==> src/source/oflow_geom_pkg.sv <==
package oflow_geom_pkg;

	// ------------------------------
	// widths
	// ------------------------------
	localparam int COORD_W  = 8; // x, y, w, h of a box
	localparam int COLOR_W  = 8; // color code
	localparam int CENTER_W = 9; // coord plus half size needs one more bit
	localparam int WEIGHT_W = 4; // one score weight

	// raw box as it arrives, 40 bits
	typedef struct packed {
		logic [COORD_W-1:0] x; // left edge
		logic [COORD_W-1:0] y; // top edge
		logic [COORD_W-1:0] w;
		logic [COORD_W-1:0] h;
		logic [COLOR_W-1:0] color;
	} bbox_t;

	// feature vector kept per box, 42 bits
	typedef struct packed {
		logic [CENTER_W-1:0] cx; // x + w/2, rounded down
		logic [CENTER_W-1:0] cy; // y + h/2, rounded down
		logic [COORD_W-1:0]  w;
		logic [COORD_W-1:0]  h;
		logic [COLOR_W-1:0]  color;
	} feature_t;

endpackage

==> src/source/oflow_track_pkg.sv <==
package oflow_track_pkg;

	// ------------------------------
	// frame and track sizes
	// ------------------------------
	localparam int MAX_BBOXES = 8;  // boxes per frame, upper bound
	localparam int IDX_W      = 3;  // index into one bank
	localparam int CNT_W      = 4;  // box count 0..8
	localparam int ID_W       = 8;  // track id, wraps modulo 256
	localparam int SCORE_W    = 18; // weighted distance

	// first id handed out after reset
	localparam logic [ID_W-1:0] FIRST_ID = 8'd1;

	typedef logic [ID_W-1:0]    track_id_t;
	typedef logic [SCORE_W-1:0] score_t;

endpackage

==> src/source/oflow_match_if.sv <==
`timescale 1ns/1ps

// link between history buffer and registration
interface oflow_match_if;

	// driven by registration
	logic [oflow_track_pkg::IDX_W-1:0] cur_rd_idx;  // current box being scored
	logic [oflow_track_pkg::IDX_W-1:0] prev_rd_idx; // previous box under test
	logic                              id_wr_en;    // id write into current bank
	logic [oflow_track_pkg::IDX_W-1:0] id_wr_idx;
	oflow_track_pkg::track_id_t        id_wr_data;
	logic                              swap;        // one cycle at frame end

	// driven by buffer, one cycle after the index
	oflow_geom_pkg::feature_t   cur_feature;
	oflow_geom_pkg::feature_t   prev_feature;
	oflow_track_pkg::track_id_t prev_id;

	modport buffer (
		input  cur_rd_idx, prev_rd_idx, id_wr_en, id_wr_idx, id_wr_data, swap,
		output cur_feature, prev_feature, prev_id
	);

	modport registration (
		output cur_rd_idx, prev_rd_idx, id_wr_en, id_wr_idx, id_wr_data, swap,
		input  cur_feature, prev_feature, prev_id
	);

endinterface

==> src/source/oflow_feature_extract.sv <==
`timescale 1ns/1ps

module oflow_feature_extract (
	input  logic                              clk,
	input  logic                              reset_i,
	input  logic                              new_frame_i,
	input  logic [oflow_track_pkg::CNT_W-1:0] num_bbox_i,     // 1..8
	input  logic                              bbox_valid_i,
	input  oflow_geom_pkg::bbox_t             bbox_i,
	input  logic                              done_frame_i,   // registration finished
	output logic                              ready_new_frame_o,
	output logic                              feat_wr_en_o,
	output logic [oflow_track_pkg::IDX_W-1:0] feat_wr_idx_o,
	output oflow_geom_pkg::feature_t          feat_wr_data_o,
	output logic                              frame_end_o,    // all boxes written
	output logic [oflow_track_pkg::CNT_W-1:0] frame_count_o
);

	logic                              frame_open; // boxes of a frame accepted
	logic [oflow_track_pkg::CNT_W-1:0] exp_cnt;    // boxes announced
	logic [oflow_track_pkg::CNT_W-1:0] arr_cnt;    // boxes arrived so far
	logic                              take_frame;
	logic                              take_box;
	logic                              last_box;
	oflow_geom_pkg::feature_t          feat;

	assign take_frame    = new_frame_i && ready_new_frame_o;
	assign take_box      = bbox_valid_i && frame_open; // stray strobes dropped
	assign last_box      = (arr_cnt + 1'b1) == exp_cnt;
	assign frame_count_o = exp_cnt; // stable for the whole frame

	// centers from top-left corner plus half size
	always_comb begin
		feat.cx    = {1'b0, bbox_i.x} + {2'b00, bbox_i.w[oflow_geom_pkg::COORD_W-1:1]};
		feat.cy    = {1'b0, bbox_i.y} + {2'b00, bbox_i.h[oflow_geom_pkg::COORD_W-1:1]};
		feat.w     = bbox_i.w;
		feat.h     = bbox_i.h;
		feat.color = bbox_i.color;
	end

	// ------------------------------
	// frame control
	// ------------------------------
	always_ff @(posedge clk) begin
		if (reset_i) begin
			ready_new_frame_o <= 1'b1;
			frame_open        <= 1'b0;
			exp_cnt           <= '0;
			arr_cnt           <= '0;
			feat_wr_en_o      <= 1'b0;
			frame_end_o       <= 1'b0;
		end else begin
			feat_wr_en_o <= take_box;
			frame_end_o  <= take_box && last_box; // same cycle as last write
			if (take_frame) begin
				ready_new_frame_o <= 1'b0;
				frame_open        <= 1'b1;
				exp_cnt           <= num_bbox_i;
				arr_cnt           <= '0;
			end
			if (take_box) begin
				arr_cnt <= arr_cnt + 1'b1;
				if (last_box)
					frame_open <= 1'b0; // wait for registration to finish
			end
			if (done_frame_i)
				ready_new_frame_o <= 1'b1;
		end
	end

	// feature write, index in arrival order
	always_ff @(posedge clk) begin
		if (take_box) begin
			feat_wr_idx_o  <= arr_cnt[oflow_track_pkg::IDX_W-1:0];
			feat_wr_data_o <= feat;
		end
	end

endmodule

==> src/source/oflow_bank_mem.sv <==
`timescale 1ns/1ps

module oflow_bank_mem #(
	parameter type payload_t = logic [7:0]
) (
	input  logic                              clk,
	input  logic                              bank_sel_i,    // bank holding the current frame
	input  logic                              wr_en_i,
	input  logic [oflow_track_pkg::IDX_W-1:0] wr_idx_i,
	input  payload_t                          wr_data_i,
	input  logic [oflow_track_pkg::IDX_W-1:0] cur_rd_idx_i,
	output payload_t                          cur_rd_data_o,
	input  logic [oflow_track_pkg::IDX_W-1:0] prev_rd_idx_i,
	output payload_t                          prev_rd_data_o
);

	payload_t bank0 [oflow_track_pkg::MAX_BBOXES];
	payload_t bank1 [oflow_track_pkg::MAX_BBOXES];

	always_ff @(posedge clk) begin
		if (wr_en_i) begin
			if (bank_sel_i)
				bank1[wr_idx_i] <= wr_data_i;
			else
				bank0[wr_idx_i] <= wr_data_i;
		end
		cur_rd_data_o  <= bank_sel_i ? bank1[cur_rd_idx_i] : bank0[cur_rd_idx_i];
		prev_rd_data_o <= bank_sel_i ? bank0[prev_rd_idx_i] : bank1[prev_rd_idx_i]; // other bank
	end

endmodule

==> src/source/oflow_history_buffer.sv <==
`timescale 1ns/1ps

module oflow_history_buffer (
	input  logic                              clk,
	input  logic                              reset_i,
	input  logic                              feat_wr_en_i,   // from feature extraction
	input  logic [oflow_track_pkg::IDX_W-1:0] feat_wr_idx_i,
	input  oflow_geom_pkg::feature_t          feat_wr_data_i,
	oflow_match_if.buffer                     match
);

	logic bank_sel; // 0: bank0 is current, bank1 holds previous frame

	// current and previous trade places once the frame is registered
	always_ff @(posedge clk) begin
		if (reset_i)
			bank_sel <= 1'b0;
		else if (match.swap)
			bank_sel <= ~bank_sel;
	end

	// ------------------------------
	// feature banks
	// ------------------------------
	oflow_bank_mem #(
		.payload_t (oflow_geom_pkg::feature_t)
	) oflow_feature_mem (
		.clk            (clk),
		.bank_sel_i     (bank_sel),
		.wr_en_i        (feat_wr_en_i),
		.wr_idx_i       (feat_wr_idx_i),
		.wr_data_i      (feat_wr_data_i),
		.cur_rd_idx_i   (match.cur_rd_idx),
		.cur_rd_data_o  (match.cur_feature),
		.prev_rd_idx_i  (match.prev_rd_idx),
		.prev_rd_data_o (match.prev_feature)
	);

	// ------------------------------
	// id banks
	// ------------------------------
	oflow_bank_mem #(
		.payload_t (oflow_track_pkg::track_id_t)
	) oflow_id_mem (
		.clk            (clk),
		.bank_sel_i     (bank_sel),
		.wr_en_i        (match.id_wr_en), // ids of current frame
		.wr_idx_i       (match.id_wr_idx),
		.wr_data_i      (match.id_wr_data),
		.cur_rd_idx_i   (match.cur_rd_idx),
		.cur_rd_data_o  (),                // current ids are never read back
		.prev_rd_idx_i  (match.prev_rd_idx),
		.prev_rd_data_o (match.prev_id)
	);

endmodule

==> src/source/oflow_registration.sv <==
`timescale 1ns/1ps

module oflow_registration (
	input  logic                                 clk,
	input  logic                                 reset_i,
	input  logic                                 frame_end_i,   // current bank complete
	input  logic [oflow_track_pkg::CNT_W-1:0]    frame_count_i,
	input  logic [oflow_geom_pkg::WEIGHT_W-1:0]  pos_weight_i,
	input  logic [oflow_geom_pkg::WEIGHT_W-1:0]  size_weight_i,
	input  logic [oflow_geom_pkg::WEIGHT_W-1:0]  color_weight_i,
	input  oflow_track_pkg::score_t              match_th_i,
	oflow_match_if.registration                  match,
	output logic                                 id_valid_o,
	output logic [oflow_track_pkg::IDX_W-1:0]    id_idx_o,
	output oflow_track_pkg::track_id_t           id_o,
	output logic                                 done_frame_o
);

	typedef enum logic [2:0] {S_IDLE, S_SCAN, S_WAIT, S_FRESH, S_DONE} state_t;

	localparam int PAD_W = oflow_track_pkg::SCORE_W - oflow_geom_pkg::CENTER_W;
	localparam int WPAD_W = oflow_track_pkg::SCORE_W - oflow_geom_pkg::WEIGHT_W;

	state_t                            state;
	logic [oflow_track_pkg::IDX_W-1:0] cur_idx, prev_idx;
	logic [oflow_track_pkg::CNT_W-1:0] cur_count, prev_count;
	oflow_track_pkg::track_id_t        next_id;   // fresh id counter
	logic rd_v_q, rd_first_q, rd_last_q;          // read stage
	logic sc_v, sc_first, sc_last;                // score stage
	logic min_done;                               // minimum final for this box
	oflow_track_pkg::score_t    score_now, sc_score, min_score;
	oflow_track_pkg::track_id_t sc_id, min_id;
	logic prev_last, cur_last, assign_now, assign_hit, done_q;

	function automatic oflow_track_pkg::score_t abs_diff(
		input logic [oflow_geom_pkg::CENTER_W-1:0] a,
		input logic [oflow_geom_pkg::CENTER_W-1:0] b
	);
		logic [oflow_geom_pkg::CENTER_W-1:0] d;
		d = (a > b) ? a - b : b - a;
		return {{PAD_W{1'b0}}, d};
	endfunction

	// weighted L1 distance on the read-stage pair
	always_comb begin
		score_now = {{WPAD_W{1'b0}}, pos_weight_i}
			* (abs_diff(match.cur_feature.cx, match.prev_feature.cx)
			+ abs_diff(match.cur_feature.cy, match.prev_feature.cy))
			+ {{WPAD_W{1'b0}}, size_weight_i}
			* (abs_diff({1'b0, match.cur_feature.w}, {1'b0, match.prev_feature.w})
			+ abs_diff({1'b0, match.cur_feature.h}, {1'b0, match.prev_feature.h}))
			+ {{WPAD_W{1'b0}}, color_weight_i}
			* abs_diff({1'b0, match.cur_feature.color}, {1'b0, match.prev_feature.color});
	end

	assign prev_last  = ({1'b0, prev_idx} + 1'b1) == prev_count;
	assign cur_last   = ({1'b0, cur_idx} + 1'b1) == cur_count;
	assign assign_now = (state == S_WAIT && min_done) || state == S_FRESH;
	assign assign_hit = (state == S_WAIT) && (min_score <= match_th_i); // empty history never hits

	assign match.cur_rd_idx  = cur_idx;
	assign match.prev_rd_idx = prev_idx;
	assign match.id_wr_en    = id_valid_o; // emitted id also lands in current bank
	assign match.id_wr_idx   = id_idx_o;
	assign match.id_wr_data  = id_o;
	assign match.swap        = done_q;
	assign done_frame_o      = done_q;

	// ------------------------------
	// control and pipeline valids
	// ------------------------------
	always_ff @(posedge clk) begin
		if (reset_i) begin
			state      <= S_IDLE;
			cur_idx    <= '0;
			prev_idx   <= '0;
			cur_count  <= '0;
			prev_count <= '0; // no history after reset
			next_id    <= oflow_track_pkg::FIRST_ID;
			rd_v_q     <= 1'b0;
			rd_first_q <= 1'b0;
			rd_last_q  <= 1'b0;
			sc_v       <= 1'b0;
			sc_first   <= 1'b0;
			sc_last    <= 1'b0;
			min_done   <= 1'b0;
			id_valid_o <= 1'b0;
			done_q     <= 1'b0;
		end else begin
			rd_v_q     <= state == S_SCAN;
			rd_first_q <= state == S_SCAN && prev_idx == '0;
			rd_last_q  <= state == S_SCAN && prev_last;
			sc_v       <= rd_v_q;
			sc_first   <= rd_first_q;
			sc_last    <= rd_last_q;
			min_done   <= sc_v && sc_last;
			id_valid_o <= assign_now;
			done_q     <= state == S_DONE; // one cycle after the last id
			if (assign_now && !assign_hit)
				next_id <= next_id + 1'b1; // wraps modulo 256
			case (state)
				S_IDLE: if (frame_end_i) begin
					cur_count <= frame_count_i;
					cur_idx   <= '0;
					prev_idx  <= '0;
					state     <= (prev_count == '0) ? S_FRESH : S_SCAN;
				end
				S_SCAN: begin
					prev_idx <= prev_idx + 1'b1; // one previous box per cycle
					if (prev_last)
						state <= S_WAIT;
				end
				S_WAIT, S_FRESH: if (assign_now) begin
					if (cur_last) begin
						state <= S_DONE;
					end else begin
						cur_idx  <= cur_idx + 1'b1;
						prev_idx <= '0;
						state    <= (state == S_WAIT) ? S_SCAN : S_FRESH;
					end
				end
				S_DONE: begin
					prev_count <= cur_count; // this frame becomes history
					state      <= S_IDLE;
				end
				default: state <= S_IDLE;
			endcase
		end
	end

	// score, minimum and id payload
	always_ff @(posedge clk) begin
		if (rd_v_q) begin
			sc_score <= score_now;
			sc_id    <= match.prev_id;
		end
		if (sc_v && (sc_first || sc_score < min_score)) begin // strict, lowest index wins ties
			min_score <= sc_score;
			min_id    <= sc_id;
		end
		if (assign_now) begin
			id_idx_o <= cur_idx;
			id_o     <= assign_hit ? min_id : next_id;
		end
	end

endmodule

==> src/source/oflow_core.sv <==
`timescale 1ns/1ps

module oflow_core (
	input  logic                                clk,
	input  logic                                reset_i,
	input  logic                                new_frame_i,
	input  logic [oflow_track_pkg::CNT_W-1:0]   num_bbox_i,
	input  logic                                bbox_valid_i,
	input  oflow_geom_pkg::bbox_t               bbox_i,
	input  logic [oflow_geom_pkg::WEIGHT_W-1:0] pos_weight_i,
	input  logic [oflow_geom_pkg::WEIGHT_W-1:0] size_weight_i,
	input  logic [oflow_geom_pkg::WEIGHT_W-1:0] color_weight_i,
	input  oflow_track_pkg::score_t             match_th_i,
	output logic                                ready_new_frame_o,
	output logic                                id_valid_o,
	output logic [oflow_track_pkg::IDX_W-1:0]   id_idx_o,
	output oflow_track_pkg::track_id_t          id_o,
	output logic                                done_frame_o
);

	// ------------------------------
	// producer to buffer and registration
	// ------------------------------
	logic                              feat_wr_en;
	logic [oflow_track_pkg::IDX_W-1:0] feat_wr_idx;
	oflow_geom_pkg::feature_t          feat_wr_data;
	logic                              frame_end;
	logic [oflow_track_pkg::CNT_W-1:0] frame_count;

	oflow_match_if match (); // buffer <-> registration

	oflow_feature_extract oflow_feature_extract (
		.clk               (clk),
		.reset_i           (reset_i),
		.new_frame_i       (new_frame_i),
		.num_bbox_i        (num_bbox_i),
		.bbox_valid_i      (bbox_valid_i),
		.bbox_i            (bbox_i),
		.done_frame_i      (done_frame_o), // reopens for next frame
		.ready_new_frame_o (ready_new_frame_o),
		.feat_wr_en_o      (feat_wr_en),
		.feat_wr_idx_o     (feat_wr_idx),
		.feat_wr_data_o    (feat_wr_data),
		.frame_end_o       (frame_end),
		.frame_count_o     (frame_count)
	);

	oflow_history_buffer oflow_history_buffer (
		.clk            (clk),
		.reset_i        (reset_i),
		.feat_wr_en_i   (feat_wr_en),
		.feat_wr_idx_i  (feat_wr_idx),
		.feat_wr_data_i (feat_wr_data),
		.match          (match.buffer)
	);

	oflow_registration oflow_registration (
		.clk            (clk),
		.reset_i        (reset_i),
		.frame_end_i    (frame_end),
		.frame_count_i  (frame_count),
		.pos_weight_i   (pos_weight_i),
		.size_weight_i  (size_weight_i),
		.color_weight_i (color_weight_i),
		.match_th_i     (match_th_i),
		.match          (match.registration),
		.id_valid_o     (id_valid_o),
		.id_idx_o       (id_idx_o),
		.id_o           (id_o),
		.done_frame_o   (done_frame_o)
	);

endmodule

==> config.mk <==
export PLATFORM = sky130hd
export DESIGN_NAME = oflow_core
export DESIGN_NICKNAME = d
export VERILOG_FILES = /design/src/source/oflow_geom_pkg.sv /design/src/source/oflow_track_pkg.sv /design/src/source/oflow_match_if.sv /design/src/source/oflow_feature_extract.sv /design/src/source/oflow_bank_mem.sv /design/src/source/oflow_history_buffer.sv /design/src/source/oflow_registration.sv /design/src/source/oflow_core.sv
export SDC_FILE = /design/constraint.sdc
export NUM_CORES = 1
export LEC_CHECK = 0
export BUFFER_PORTS_ARGS = -buffer_cell sky130_fd_sc_hd__buf_2
export CELL_PAD_IN_SITES_DETAIL_PLACEMENT = 0
export CELL_PAD_IN_SITES_GLOBAL_PLACEMENT = 2
export CORE_MARGIN = 5
export CORE_UTILIZATION = 52
export CTS_CLUSTER_SIZE = 24
export DETAILED_ROUTE_END_ITERATION = 6
export PLACE_DENSITY = 0.82
export SLEW_MARGIN = 20
export SYNTH_ARGS = -nofsm -noshare
export SYNTH_HDL_FRONTEND = slang
export SYNTH_SLANG_ARGS = --single-unit
==> constraint.sdc <==
create_clock -name clk -period 22 [get_ports clk]
set_input_delay 6.6 -clock clk [delete_from_list [all_inputs] [get_ports clk]]
set_output_delay 6.6 -clock clk [all_outputs]
set_load 0.005 [all_outputs]
==> impl_metrics.py <==
metrics = {
    "grt": {
        "grt-ovfl-total": 0,
        "grt_max_degree": 145,
        "antenna_found_initial": 1,
        "grt_pass1_vias": 29000,
        "grt_pass1_wl_mm": 181,
        "grt_usage": 0.233,
    },
    "final_layout": {
        "final_area_mm2": 0.0569,
        "final_common_cell": "edfxtp_1",
        "mostFrequentLayoutCells": "edfxtp_1, mux4_2, inv_1",
        "fin_nets": 3476,
        "syn_to_final_growth_pct": 10.9,
        "antenna_cells": 0,
        "drive_above_1_share": 0.255,
    },
    "clock_tree": {
        "cts-root-buf": "clkbuf_16",
        "cts_buffer_depth": 3,
        "postCtsSetupRepairBufs": 0,
        "cts_tree": "built",
        "clk_latency_ns": 0.70,
        "cts_max_level": 3,
        "cts_sinks": 1049,
        "path_clk_slew_ns": 0.06,
        "cts-hold-fix-buffers": 0,
        "cts_resized": 0,
        "cts_inserted_buffers": 108,
    },
    "detailed_routing": {
        "drcViolationCount": 0,
        "drt_iter0_drc": 2334,
        "viasPerCell": 6.14,
        "wl_mm": 121,
        "via_count": 27600,
        "wl_per_cell_um": 26.9,
        "ant_nets": 0,
        "dr.pass1.iters": 5,
    },
    "yosys": {
        "synth_top_area_frac": 0.529,
        "synth_fp_nets": 3366,
        "async_reset_ff_frac": 0,
        "synth_cell_types": 68,
        "yosysWarnings": 0,
        "synth_edf_count": 904,
        "syn_area_mm2": 0.0513,
        "syn_avg_cell_area_um2": 17.1,
        "synth_area_leader_cell": "edfxtp_1",
        "ys.flop_type": "edfxtp_1",
        "yosysSeqAreaShare": 0.585,
        "syn_inst": 2999,
        "netlist_top_cells_area": "edfxtp_1, mux4_2, dfxtp_1, ha_1, fa_1",
        "ys_seq_elements": 1049,
    },
    "worst_setup_path": {
        "startpoint_type": "input port",
        "cp.required_ns": 22.40,
        "crit_top_cell": "fa_1",
        "crit_slowest_cell": "fa_1",
        "path_buf_inv": 4,
        "arrival_ns": 11.73,
        "cpPeakStageDelay_ns": 0.54,
        "crit_path_start": "color_weight_i[0]",
        "cp_max_fo": 11,
        "critical-path-top-delay-family": "adder cells",
        "path_class": "input port to flip-flop",
        "crit_chain": "buf_2, nand2_1, mux2_1, fa_1, inv_1, fa_1, fa_1, inv_1, fa_1, fa_1, inv_1, ha_1, a21oi_1, o21bai_1, a211o_1, a31oi_1, nor2b_1, o21a_1, o211ai_1, o21ai_0",
        "cp-end-kind": "flip-flop",
    },
    "pwr": {
        "p_leak_nw": 19.5,
        "p_per_area_mw_per_mm2": 178,
        "ir_worst_vdd_mv": 0.940,
    },
    "floorplan": {
        "core_area_mm2": 0.0981,
        "io_pins": 92,
        "die_area_mm2": 0.105,
        "initial_core_util": 0.523,
        "fp.dieW_um": 324,
        "num_rows": 115,
        "die_h_um": 324,
    },
    "sta": {
        "finalHoldViolCount": 0,
        "slew_headroom": 0.249,
        "min_period_ns": 11.33,
        "post-route-period-util": 0.515,
        "worstMarginPinSlew_ns": 1.11,
        "rsz0062_at_grt": "false",
        "hold_ws_ns": 0.404,
        "fin_skew_ns": 0.0412,
        "fmax_mhz": 88.3,
        "finalSetupTns_ns": 0,
        "final_max_slew_viol_count": 0,
        "worst_slack_ns": 10.67,
        "setup_viol": 0,
    },
    "place": {
        "hpwl_mm": 73.6,
        "io_buffers": 91,
        "post_dp_cell_area_mm2": 0.0534,
        "pre_cts_slack_ns": 9.96,
        "place_congestion": 0.787,
    },
    "min_path": {
        "hp-class": "flip-flop to flip-flop",
        "min_from": "oflow_history_buffer.oflow_id_mem.prev_rd_data_o[1]$_DFF_P_",
    },
    "job": {
        "max-cap-violations": 0,
    },
    "status": {
        "outcome": "complete, no violations",
    },
}
-- power by group --
group	internal (mW)	leakage, nW	switching, mW	total, mW
Sequential	2.54	9.34	0.0491	2.59
Clock	1.04	1.71	0.767	1.81
Combinational	2.73	8.43	3.00	5.73
Total	6.31	19.5	3.82	10.1
-- logic make-up after synthesis --
logic type	share of synthesized area
flip-flops	0.585
multiplexers	0.213
XOR/XNOR	0.0138
buffers and inverters	0.0304
adder cells (fa/ha/maj)	0.0856
AND/OR/NAND/NOR	0.0392
AO/OA/AOI/OAI	0.0328
-- cell usage after synthesis (all sizes together), types with 45 or more instances --
cell type	count
fa	104
a21oi	91
and2	51
ha	185
nor2	104
inv	272
xnor2	55
edfxtp	904
nand2	89
mux4	461
dfxtp	145
clkbuf	90
buf	47
o21ai	45
-- final timing paths --
check                                                   end  slack (ns)  cells after the start
setup / recovery  oflow_registration.sc_score[15]$_DFFE_PP_       10.67                     20
hold / removal        oflow_registration.sc_id[1]$_DFFE_PP_        0.40                      0
setup reg to reg  oflow_registration.sc_score[15]$_DFFE_PP_       13.17                     32
hold reg to reg       oflow_registration.sc_id[1]$_DFFE_PP_        0.40                      0
-- per-layer routing --
layer,up-vias,wire length [um],track usage
met5,-,13,0
met4,2,3780,0.0721
met3,182,8090,0.0392
met2,981,60500,0.395
met1,14500,48600,0.314
li1,11900,-,-
-- area by class of cell --
class                           instances  area [um2]
Sequential cell                      1049       30100
Fill cell                            7405       41200
Multi-Input combinational cell       1541       19800
Timing Repair Buffer                  137         842
Clock buffer                          147        2910
Tap cell                             1287        1610
Clock inverter                         56         633
Inverter                              272        1020
-- registers in the layout, summed over array words and instances, names as in the netlist, 42 cells and up, named ones only --
register / cells
oflow_history_buffer.oflow_feature_mem.prev_rd_data_o: 42
oflow_history_buffer.oflow_feature_mem.cur_rd_data_o: 42
oflow_history_buffer.oflow_feature_mem.bank1: 336
oflow_feature_extract.feat_wr_data_o: 42
oflow_history_buffer.oflow_id_mem.bank0: 64
oflow_history_buffer.oflow_feature_mem.bank0: 336
oflow_history_buffer.oflow_id_mem.bank1: 64
-- stage by stage --
step | cells | power [mW] | utilization
2_1_floorplan | 2999 | 7.17 | -
3_3_place_gp | 4286 | 8.42 | 0.544
3_5_place_dp | 4286 | 8.41 | 0.544
4_1_cts | 4489 | 10.3 | 0.580
5_1_grt | 4489 | 11.1 | 0.580
6_report | 4489 | 10.1 | 0.580
No activity file was read; power rests on OpenSTA's default activity.
